<file path="src/logic/fibSeq_defines.svh">
`ifndef FIB_SEQ_DEFINES_SVH
`define FIB_SEQ_DEFINES_SVH

//////////////////////////////
// datapath sizes
//////////////////////////////

`define FIB_DATA_W 16 // one register word
`define FIB_REG_N  16 // register file depth
`define FIB_IDX_W  4  // log2 of FIB_REG_N

// sequencer length, one register written per step
`define FIB_STEP_N 16

//////////////////////////////
// wishbone address map
//////////////////////////////

`define FIB_ADDR_W 5 // word address, page bit on top

// control page selects
`define FIB_CSEL_SEED0  4'd0
`define FIB_CSEL_SEED1  4'd1
`define FIB_CSEL_CTRL   4'd2 // bit 0 is start, write only
`define FIB_CSEL_STATUS 4'd3 // read only

`endif

</file>
<file path="src/logic/fibSeqPkg.sv">
`include "fibSeq_defines.svh"

package fibSeqPkg;

    typedef logic [`FIB_DATA_W-1:0] data_t;
    typedef logic [`FIB_IDX_W-1:0]  regIdx_t;

    // alu opcodes, byte wide
    typedef enum logic [7:0] {
        NOP = 8'h00, // pass operand a
        ADD = 8'h01
    } aluOp_e;

    // write-back source
    typedef enum logic {
        SEED = 1'b0,
        ALU  = 1'b1
    } bufSel_e;

    typedef struct packed {
        regIdx_t  writeIdx;
        regIdx_t  readIdxA;
        regIdx_t  readIdxB;
        aluOp_e   aluOp;
        bufSel_e  bufSel;
        logic     seedSel;    // 0 picks seed 0
        logic     regWriteEn;
    } seqCtrl_t;

    typedef struct packed {
        logic [`FIB_DATA_W-4:0] reserved; // reads as zero
        logic                   overflow;
        logic                   done;
        logic                   busy;
    } status_t;

    // page bit selects register view or control view
    typedef union packed {
        struct packed {
            logic    page;
            regIdx_t regIdx;
        } regAddr;
        struct packed {
            logic                   page;
            logic [`FIB_ADDR_W-2:0] ctrlSel;
        } ctrlAddr;
    } wbAddr_u;

endpackage

</file>
<file path="src/logic/fibAlu.sv">
`include "fibSeq_defines.svh"

module fibAlu import fibSeqPkg::*; (
    input  aluOp_e op,
    input  data_t  a,
    input  data_t  b,
    output data_t  result,
    output logic   carry
);

    // one extra bit to catch the carry out
    logic [`FIB_DATA_W:0] sum;

    assign sum = {1'b0, a} + {1'b0, b};

    always_comb begin
        case (op)
            ADD: begin
                result = sum[`FIB_DATA_W-1:0]; // wraps at 16 bits
                carry  = sum[`FIB_DATA_W];
            end
            default: begin
                // NOP and anything unknown just pass a
                result = a;
                carry  = 1'b0;
            end
        endcase
    end

endmodule

</file>
<file path="src/logic/fibBusMux.sv">
`include "fibSeq_defines.svh"

module fibBusMux import fibSeqPkg::*; (
    input  logic     clk,
    input  logic     reset,
    input  bufSel_e  bufSel,
    input  logic     seedSel,
    input  logic     writeEn,
    input  logic     clearFlags,
    input  data_t    seed0,
    input  data_t    seed1,
    input  data_t    aluResult,
    input  data_t    regData,
    input  logic     aluCarry,
    input  wbAddr_u  hostSel,
    input  logic     busy,
    input  logic     done,
    input  data_t    ctrlSeed0,
    input  data_t    ctrlSeed1,
    output data_t    writeData,
    output data_t    hostRead
);

    logic    overflow;
    status_t status;

    // write-back word
    assign writeData = (bufSel == ALU) ? aluResult : (seedSel ? seed1 : seed0);

    //////////////////////////////
    // sticky overflow
    //////////////////////////////

    always_ff @(posedge clk or posedge reset) begin
        if (reset) begin
            overflow <= 1'b0;
        end else if (clearFlags && !busy) begin
            overflow <= 1'b0; // a start that the sequencer accepts
        end else if (writeEn && bufSel == ALU && aluCarry) begin
            overflow <= 1'b1;
        end
    end

    //////////////////////////////
    // host read decode
    //////////////////////////////

    always_comb begin
        status          = '0;
        status.busy     = busy;
        status.done     = done;
        status.overflow = overflow;

        hostRead = '0;
        if (hostSel.regAddr.page) begin
            hostRead = regData;
        end else begin
            case (hostSel.ctrlAddr.ctrlSel)
                `FIB_CSEL_SEED0:  hostRead = ctrlSeed0;
                `FIB_CSEL_SEED1:  hostRead = ctrlSeed1;
                `FIB_CSEL_STATUS: hostRead = data_t'(status);
                default:          hostRead = '0; // control reg is write only
            endcase
        end
    end

endmodule

</file>
<file path="src/logic/fibHostPort.sv">
`include "fibSeq_defines.svh"

module fibHostPort import fibSeqPkg::*; (
    input  logic    clk,
    input  logic    reset,
    input  logic    cyc,
    input  logic    stb,
    input  logic    we,
    input  wbAddr_u adr,
    input  data_t   datW,
    output logic    ack,
    output data_t   seed0,
    output data_t   seed1,
    output logic    start,
    output wbAddr_u hostSel
);

    logic request;
    logic ctrlWrite;

    // new transfer, not the tail of one already acked
    assign request   = cyc && stb && !ack;
    assign ctrlWrite = request && we && !adr.ctrlAddr.page;

    //////////////////////////////
    // classic handshake
    //////////////////////////////

    always_ff @(posedge clk or posedge reset) begin
        if (reset) begin
            ack     <= 1'b0;
            hostSel <= '0;
        end else begin
            ack <= request; // one wait state, one cycle high
            if (request) begin
                hostSel <= adr; // read path decodes this while ack is up
            end
        end
    end

    //////////////////////////////
    // control page writes
    //////////////////////////////

    always_ff @(posedge clk or posedge reset) begin
        if (reset) begin
            seed0 <= '0;
            seed1 <= '0;
            start <= 1'b0;
        end else begin
            start <= 1'b0;
            if (ctrlWrite) begin
                case (adr.ctrlAddr.ctrlSel)
                    `FIB_CSEL_SEED0: seed0 <= datW;
                    `FIB_CSEL_SEED1: seed1 <= datW;
                    `FIB_CSEL_CTRL:  start <= datW[0]; // pulse, clears next cycle
                    default: ;
                endcase
            end
            // page 1 writes are acked and dropped
        end
    end

endmodule

</file>
<file path="src/logic/fibRegFile.sv">
`include "fibSeq_defines.svh"

module fibRegFile import fibSeqPkg::*; (
    input  logic    clk,
    input  logic    reset,
    input  logic    writeEn,
    input  regIdx_t writeIdx,
    input  regIdx_t readIdxA,
    input  regIdx_t readIdxB,
    input  regIdx_t hostIdx,
    input  data_t   writeData,
    output data_t   readA,
    output data_t   readB,
    output data_t   hostData
);

    data_t regs [`FIB_REG_N];

    //////////////////////////////
    // write port
    //////////////////////////////

    always_ff @(posedge clk or posedge reset) begin
        if (reset) begin
            for (int i = 0; i < `FIB_REG_N; i++) begin
                regs[i] <= '0;
            end
        end else if (writeEn) begin
            regs[writeIdx] <= writeData; // lands at end of step
        end
    end

    //////////////////////////////
    // read ports
    //////////////////////////////

    // operands for the alu
    assign readA = regs[readIdxA];
    assign readB = regs[readIdxB];

    // host side, independent of the sequencer
    assign hostData = regs[hostIdx];

endmodule

</file>
<file path="src/logic/fibSeqTop.sv">
module fibSeqTop import fibSeqPkg::*; (
    input  logic    clk,
    input  logic    reset,
    input  logic    cyc,
    input  logic    stb,
    input  logic    we,
    input  wbAddr_u adr,
    input  data_t   datW,
    output logic    ack,
    output data_t   datR
);

    seqCtrl_t ctrl;
    wbAddr_u  hostSel;
    data_t    seed0;
    data_t    seed1;
    data_t    readA;
    data_t    readB;
    data_t    hostData;
    data_t    aluResult;
    data_t    writeData;
    logic     aluCarry;
    logic     start;
    logic     busy;
    logic     done;

    //////////////////////////////
    // bus side
    //////////////////////////////

    fibHostPort hostPort (
        .clk     (clk),
        .reset   (reset),
        .cyc     (cyc),
        .stb     (stb),
        .we      (we),
        .adr     (adr),
        .datW    (datW),
        .ack     (ack),
        .seed0   (seed0),
        .seed1   (seed1),
        .start   (start),
        .hostSel (hostSel)
    );

    fibSequencer sequencer (
        .clk   (clk),
        .reset (reset),
        .start (start),
        .ctrl  (ctrl),
        .busy  (busy),
        .done  (done)
    );

    //////////////////////////////
    // datapath
    //////////////////////////////

    fibRegFile regFile (
        .clk       (clk),
        .reset     (reset),
        .writeEn   (ctrl.regWriteEn),
        .writeIdx  (ctrl.writeIdx),
        .readIdxA  (ctrl.readIdxA),
        .readIdxB  (ctrl.readIdxB),
        .hostIdx   (hostSel.regAddr.regIdx),
        .writeData (writeData),
        .readA     (readA),
        .readB     (readB),
        .hostData  (hostData)
    );

    fibAlu alu (
        .op     (ctrl.aluOp),
        .a      (readA),
        .b      (readB),
        .result (aluResult),
        .carry  (aluCarry)
    );

    fibBusMux busMux (
        .clk        (clk),
        .reset      (reset),
        .bufSel     (ctrl.bufSel),
        .seedSel    (ctrl.seedSel),
        .writeEn    (ctrl.regWriteEn),
        .clearFlags (start),
        .seed0      (seed0),
        .seed1      (seed1),
        .aluResult  (aluResult),
        .regData    (hostData),
        .aluCarry   (aluCarry),
        .hostSel    (hostSel),
        .busy       (busy),
        .done       (done),
        .ctrlSeed0  (seed0),
        .ctrlSeed1  (seed1),
        .writeData  (writeData),
        .hostRead   (datR)
    );

endmodule

</file>
<file path="src/logic/fibSequencer.sv">
`include "fibSeq_defines.svh"

module fibSequencer import fibSeqPkg::*; (
    input  logic     clk,
    input  logic     reset,
    input  logic     start,
    output seqCtrl_t ctrl,
    output logic     busy,
    output logic     done
);

    // states 0..15 are the steps themselves
    localparam logic [4:0] IDLE     = 5'(`FIB_STEP_N);
    localparam logic [4:0] DONE     = 5'(`FIB_STEP_N + 1);
    localparam logic [4:0] LASTSTEP = 5'(`FIB_STEP_N - 1);

    logic [4:0] state;
    regIdx_t    stepIdx;

    assign stepIdx = state[`FIB_IDX_W-1:0];
    assign busy    = (state < 5'(`FIB_STEP_N));
    assign done    = (state == DONE);

    //////////////////////////////
    // state counter
    //////////////////////////////

    always_ff @(posedge clk or posedge reset) begin
        if (reset) begin
            state <= IDLE;
        end else if (busy) begin
            if (state == LASTSTEP) begin
                state <= DONE;
            end else begin
                state <= state + 5'd1;
            end
        end else if (start) begin
            // from idle or done, start always lands in step 0
            state <= 5'd0;
        end
    end

    //////////////////////////////
    // per-step control decode
    //////////////////////////////

    always_comb begin
        ctrl            = '0;
        ctrl.aluOp      = NOP;
        ctrl.bufSel     = SEED;
        if (busy) begin
            ctrl.writeIdx   = stepIdx;
            ctrl.regWriteEn = 1'b1;
            if (stepIdx < regIdx_t'(2)) begin
                // mov rk, seed k
                ctrl.seedSel = stepIdx[0];
            end else begin
                // add rk, r(k-1), r(k-2)
                ctrl.readIdxA = stepIdx - regIdx_t'(1);
                ctrl.readIdxB = stepIdx - regIdx_t'(2);
                ctrl.aluOp    = ADD;
                ctrl.bufSel   = ALU;
            end
        end
    end

endmodule

</file>
<file path="config.mk">
export PLATFORM = sky130hd
export DESIGN_NAME = fibSeqTop
export DESIGN_NICKNAME = d
export VERILOG_FILES = /design/src/logic/fibSeqPkg.sv /design/src/logic/fibAlu.sv /design/src/logic/fibBusMux.sv /design/src/logic/fibHostPort.sv /design/src/logic/fibRegFile.sv /design/src/logic/fibSeqTop.sv /design/src/logic/fibSequencer.sv
export VERILOG_INCLUDE_DIRS = /design/src /design/src/logic
export SDC_FILE = /design/constraint.sdc
export NUM_CORES = 1
export LEC_CHECK = 0
export BUFFER_PORTS_ARGS = -buffer_cell sky130_fd_sc_hd__buf_2
export CORE_ASPECT_RATIO = 0.8
export CORE_UTILIZATION = 50
export CTS_CLUSTER_DIAMETER = 150
export DETAILED_ROUTE_END_ITERATION = 12
export HOLD_SLACK_MARGIN = 0.1
export PLACE_DENSITY = 0.73
export SYNTH_ARGS = -nofsm -noshare
export SYNTH_HDL_FRONTEND = slang
export SYNTH_SLANG_ARGS = --single-unit
</file>
<file path="constraint.sdc">
create_clock -name clk -period 14.1 [get_ports clk]
set_clock_uncertainty 0.1 [all_clocks]
set_input_delay 2.115 -clock clk [delete_from_list [all_inputs] [get_ports clk]]
set_output_delay 2.115 -clock clk [all_outputs]
set_load 0.005 [all_outputs]
</file>
Word level (Yosys, flattened, before mapping)

Cells that the tools add are included.

Bitwise logic cells: 4
Order comparisons: 7
Equality and inequality tests: 7
Multipliers: 0
Mux-type cells: 28
Add/subtract/negate cells: 4
Div/mod/pow operators: 0
Reductions and logical operators: 17
Shift operators: 0

Operator list:

| kind                                                                  | count |
|---|---|
| 256-bit bitwise mux                                                   | 1 |
| 16-bit binary-select mux with 4-bit select                            | 3 |
| 16-bit two-way mux                                                    | 11 |
| 16-bit demux with 4-bit select                                        | 1 |
| 16-bit one-hot mux with 3 select lines                                | 1 |
| 23-bit two-way mux                                                    | 1 |
| 5-bit greater-or-equal comparator (second input constant)             | 4 |
| 4-bit NOT with 5-bit output                                           | 4 |
| 16-bit by 16-bit adder with 17-bit output                             | 1 |
| 17-bit two-way mux                                                    | 1 |
| 5-bit two-way mux                                                     | 3 |
| 4-bit by 1-bit == test with 1-bit output (second input constant)      | 2 |
| 4-bit by 2-bit == test with 1-bit output (second input constant)      | 2 |
| 8-bit by 1-bit == test with 1-bit output (second input constant)      | 1 |
| 1-bit logical AND                                                     | 8 |
| 4-bit logical NOT                                                     | 2 |
| 1-bit two-way mux                                                     | 6 |
| 5-bit by 1-bit adder with 5-bit output (second input constant)        | 1 |
| 5-bit by 4-bit == test with 1-bit output (second input constant)      | 1 |
| 5-bit == test (second input constant)                                 | 1 |
| 5-bit by 1-bit < comparator with 1-bit output (second input constant) | 1 |
| 5-bit < comparator (second input constant)                            | 1 |
| 4-bit by 2-bit < comparator with 1-bit output (second input constant) | 1 |
| 2-bit AND reduction                                                   | 2 |
| other kinds (4)                                                       | 7 |

Bits of input ports: 26
Memory bits (read-only): 0
Output and inout port bits: 17
Word-level logic and storage cells: 90
Bits in latches: 0
Register bits after elaboration: 301
Memories: 0
Bits in writable memories: 0

Longest topological paths before layout

Depth in word-level cells: 12
Depth in mapped cells: 22
Gate-level depth less buffers: 17

Cells and area by module

From an unflattened synthesis, not the netlist that was laid out.

Cell total of the unflattened synthesis: 1436
Area total of the unflattened synthesis: 19372.3 µm²

By module, submodules not included:

| module       | times used | seq. area each (µm²) | cells each | area an instance (µm²) |
|---|---|---|---|---|
| fibRegFile   | 1          | 6406.1               | 991        | 15332.2 |
| fibHostPort  | 1          | 975.9                | 98         | 1549.0 |
| fibAlu       | 1          | 0.0                  | 160        | 1126.1 |
| fibBusMux    | 1          | 25.0                 | 120        | 813.3 |
| fibSequencer | 1          | 126.4                | 67         | 551.8 |

Worst setup path before layout

Ideal clock, no wire load.

Kind: register -> register
From: register sequencer.state[0]
To: register regFile.regs[188] (netlist bit)
Data required time: 13.875 ns
Path buffers: 6
Library setup time: 0.125 ns
Period minus slack after synthesis: 4.654 ns
Arrival: 4.430 ns
Path slack: 9.446 ns
Stages on the path, launching flop included: 22
Path through: dfrtp_1 > buf_4 > inv_2 > clkbuf_1 > ha_1 > buf_2 > buf_2 > clkbuf_1 > o22ai_1 > nor3_1 > a311oi_1 > a31oi_1 > ha_1 > inv_1 > fa_1 > nand2b_1 > a21oi_1 > o2111ai_1 > and3_1 > o21a_1 > clkbuf_1 > mux2_2

Longest elaborated chain between the ends: 11
Elaborated cells between the ends (all ways): 27
Those cells by class: add/sub: 3; order compare: 4; eq/ne: 1; mux: 15; bitwise: 3; reduce/logical: 1

RTL lines:

| item                                                                      | line                               | RTL |
|---|---|---|
| from (decl)                                                               | fibSequencer.sv:17                 | `logic [4:0] state;` |
| from (signal assigned)                                                    | fibSequencer.sv:35                 | `state <= state + 5'd1;` |
| 4-bit by 1-bit subtractor with 4-bit output, or another cell as far along | fibSequencer.sv:59                 | `ctrl.readIdxA = stepIdx - regIdx_t'(1);` |
| 17-bit two-way mux                                                        | fibSequencer.sv:54                 | `if (stepIdx < regIdx_t'(2)) begin` |
| 23-bit two-way mux *                                                      | fibSequencer.sv:51                 | `if (busy) begin` |
| 4-bit NOT with 5-bit output, on equally long branches                     | fibRegFile.sv:38, fibRegFile.sv:39 |  |
| 16-bit binary-select mux with 4-bit select, on equally long branches      | fibRegFile.sv:38, fibRegFile.sv:39 |  |
| 16-bit two-way mux, on equally long branches (2 in a row)                 | fibRegFile.sv:38, fibRegFile.sv:39 |  |
| 16-bit by 16-bit adder with 17-bit output                                 | fibAlu.sv:14                       | `assign sum = {1'b0, a} + {1'b0, b};` |
| 16-bit two-way mux                                                        | fibAlu.sv:17                       | `case (op)` |
| 16-bit two-way mux                                                        | fibBusMux.sv:28                    | `assign writeData = (bufSel == ALU) ? aluResult : (seedSel ? seed1 : seed0);` |
| 256-bit bitwise mux                                                       | fibRegFile.sv:29                   | `regs[writeIdx] <= writeData;` |
| to (signal, indexed assignment)                                           | fibRegFile.sv:29                   |  |
| to (decl)                                                                 | fibRegFile.sv:17                   | `` data_t regs [`FIB_REG_N]; `` |

Mark *: on every way between the ends. The rest lies on a longest branch, timed or not. The select of a mux whose other input is x is not followed.
A chain may end at the register's enable or synchronous reset.

Final worst setup path

From: register sequencer.state[1]
To: register regFile.regs[122] (netlist bit)

The elaborated chain is that of the path after synthesis.

==> impl_metrics.ini <==
[synth]
yosysUniqueCellTypes = 75
synth_edf_count = 0
yosys.area_share.simple = 0.135
syn-num-nets = 1972
synthArstFlopShare = 1.00
synth_top_family_by_area = multiplexers
ys.flop_type = dfrtp_1
synth_fa_ha_area_frac = 0.0155
post_synth.cell_area_avg_sq_um = 9.94
muxShareOfSynthArea = 0.237
synth_area_sq_um = 19100
ys.warnings.count = 0
synth_seq_area_share = 0.394
postSynthCellCount = 1923
synthXorXnorAreaFrac = 0.00504
yosys_register_bits = 301
synth_compound_area_frac = 0.169

[routing]
drt_wl_total_microns = 64400
drt-initial-drc-count = 2495
num_vias = 16600
wire_per_inst_microns = 27.0
vias_per_cell = 6.97
ant_nets = 0
drt_drc_violations_left = 0
first_pass_iters = 7

[critical_path]
cp.arrival_ps = 7430
crit_path_cell_trace = clkinv_1, ha_2, buf_4, or3_1, buf_4, o22ai_1, or3_1, a31oi_1, ha_1, inv_1, fa_1, nand2b_1, a21oi_1, o2111a_1, o21ai_0, a31oi_1, o21ai_0
cpPeakStageDelay_ps = 990
timing_worst_setup_path_type = reg2reg
crit_path_end_kind = flop
critical_path_required_ps = 14400
cpLargestDelayFamily = compound AO/OA/AOI/OAI gates
worst-path-buf-inv = 4
crit_slowest_cell = a31oi_1
r2r_slack_ps = 6970
critical_path.startpoint_type = flop
cp_max_fo = 49

[cells_and_area]
fin_nets = 1917
register_area_sq_um = 7550
areaGrowthSynthToFinish_pct = 7.64
final_cell_mix = nand2_1, dfrtp_1, o21ai_0
fin_cells = 2380
multi_input_area_sq_um = 10800
layout_commonest_cell = nand2_1
drive_above_1_share = 0.206
fillers = 3206
fin_area_sq_um = 20600

[die]
die_h_microns = 177
dieWidth_microns = 221
dieArea_sq_um = 39000
core_area_sq_um = 37400
rows = 63
io_pins = 43
start_util = 0.511

[placement]
gp_congestion = 0.982
placed_cells = 2323
port_buffers = 42
pre_cts_ws_ps = 7370
dpl_cell_area_sq_um = 19600
dp_hpwl_microns = 40800

[timing]
finalSetupViolations = 0
fin_crit_ps = 7130
period_share = 0.506
fin_setup_tns_ps = 0
finalMaxSlewViolations = 0
worst_slew_pin_slew_ps = 1410
slew-limit-headroom = 0.0592
finalHoldViolCount = 0
rsz0062_at_grt = no
worst_slack_ps = 6970
timing.fmax_mhz = 140

[power_and_ir_drop]
pwr_density_cell_nw_per_um2 = 163
power_leakage_nw = 8.59
peakVddDrop_mv = 0.122

[cts]
clk_pin_slew_worst_paths_ps = 70
insertion_delay_ps = 600
cts_buffer_depth = 3
cts_tree = built
cts_buffers = 30
ctsHtreeMaxLevel = 1
postCtsSetupBuffers = 0
clockRootBuffer = clkbuf_16
cts-hold-fix-buffers = 0
clock-sinks = 301
post_cts_resized = 0

[global_route]
antenna_found_initial = 0
grt_use_total = 0.335
grt_max_degree = 144
first_global_vias = 16000
overflow = 0
grt_pass1_wl_microns = 97800

[run]
cap_violations = 0

[outcome]
status = completed

[worst_hold_path]
hold_class = reg2reg
power breakdown:
group	internal [mW]	switching [mW]	total, mW	leakage (nW)
clock network	0.466	0.365	0.830	0.481
logic	0.498	0.696	1.19	4.18
registers	1.05	0.275	1.33	3.93
worst reg2reg max path: stages (launching register included):
cell and delay [ps]:
dfrtp_1 840, clkinv_1 540, ha_2 470, buf_4 610, or3_1 210, buf_4 390, o22ai_1 140, or3_1 320
a31oi_1 190, ha_1 230, inv_1 80, fa_1 440, nand2b_1 200, a21oi_1 510, o2111a_1 310, o21ai_0 100
a31oi_1 990, o21ai_0 270
cells by family (layout without fill, tap and decap cells):
family | count (synthesis) | in the layout
and+or+nand+nor | 586 | 586
AOI/OAI and AO/OA | 532 | 532
DFF | 301 | 301
muxes | 281 | 281
buffers and inverters | 189 | 158
adders and majority gates | 23 | 23
xor gates and xnor gates | 11 | 11
other | 0 | 1
flip-flops by register name, indices dropped and copies added, names as in the netlist:
register,flops
hostPort.seed1,16
sequencer.state,5
hostPort.start,1
hostPort.hostSel,5
hostPort.ack,1
busMux.overflow,1
regFile.regs,256
hostPort.seed0,16
routing by layer:
layer	wire [microns]	vias to the layer above	GRT usage
li1	-	7029	-
met1	25300	8166	0.467
met2	27400	1175	0.476
met3	8590	225	0.109
met4	3130	0	0.148
met5	0	-	0
area by class of cell:
cell class / count / share of cell area
Multi-Input combinational cell: 1433 / 0.525
Sequential cell: 301 / 0.367
Clock buffer: 41 / 0.0420
Tap cell: 487 / 0.0296
Timing Repair Buffer: 87 / 0.0266
Clock inverter: 15 / 0.00700
Inverter: 15 / 0.00310
Antenna cell: 1 / 0.000122
synthesized netlist by cell type, types with 28 or more instances:
master    count  share of area
mux4_2      128           0.15
mux2_2       91          0.054
nor3_1       39          0.010
o22ai_1      33          0.011
nand2_1     314          0.062
a21oi_1      64          0.017
buf_2        44          0.012
clkbuf_1    106          0.021
o21ai_0     247          0.065
dfrtp_1     300           0.39
a22oi_1      44          0.017
a31oi_1      28         0.0092
mux2i_1      62          0.032
nor2_1      104          0.020
nand3_1      34         0.0089
per-stage QoR:
stage / hold slack, ps / utilization / total power, mW
global placement: 394 / 0.523 / 2.43
finish: 392 / 0.550 / 3.35
global route: 421 / 0.550 / 3.48
CTS: 403 / 0.550 / 3.30
detailed placement: 400 / 0.523 / 2.48
floorplan: 342 / - / 2.08
worst paths after layout:
check / cells past startpoint / start / endpoint
worst max-delay path: 17 / sequencer.state[1] / regFile.regs[122]
worst min-delay path: 1 / hostPort.start / sequencer.state[1]
worst max register to register: 17 / sequencer.state[1] / regFile.regs[122]
worst min register to register: 1 / hostPort.start / sequencer.state[1]
max in group asynchronous: 4 / reset / regFile.regs[52]
min in group asynchronous: 2 / reset / regFile.regs[108]
Power figures use the tool's default switching activity.
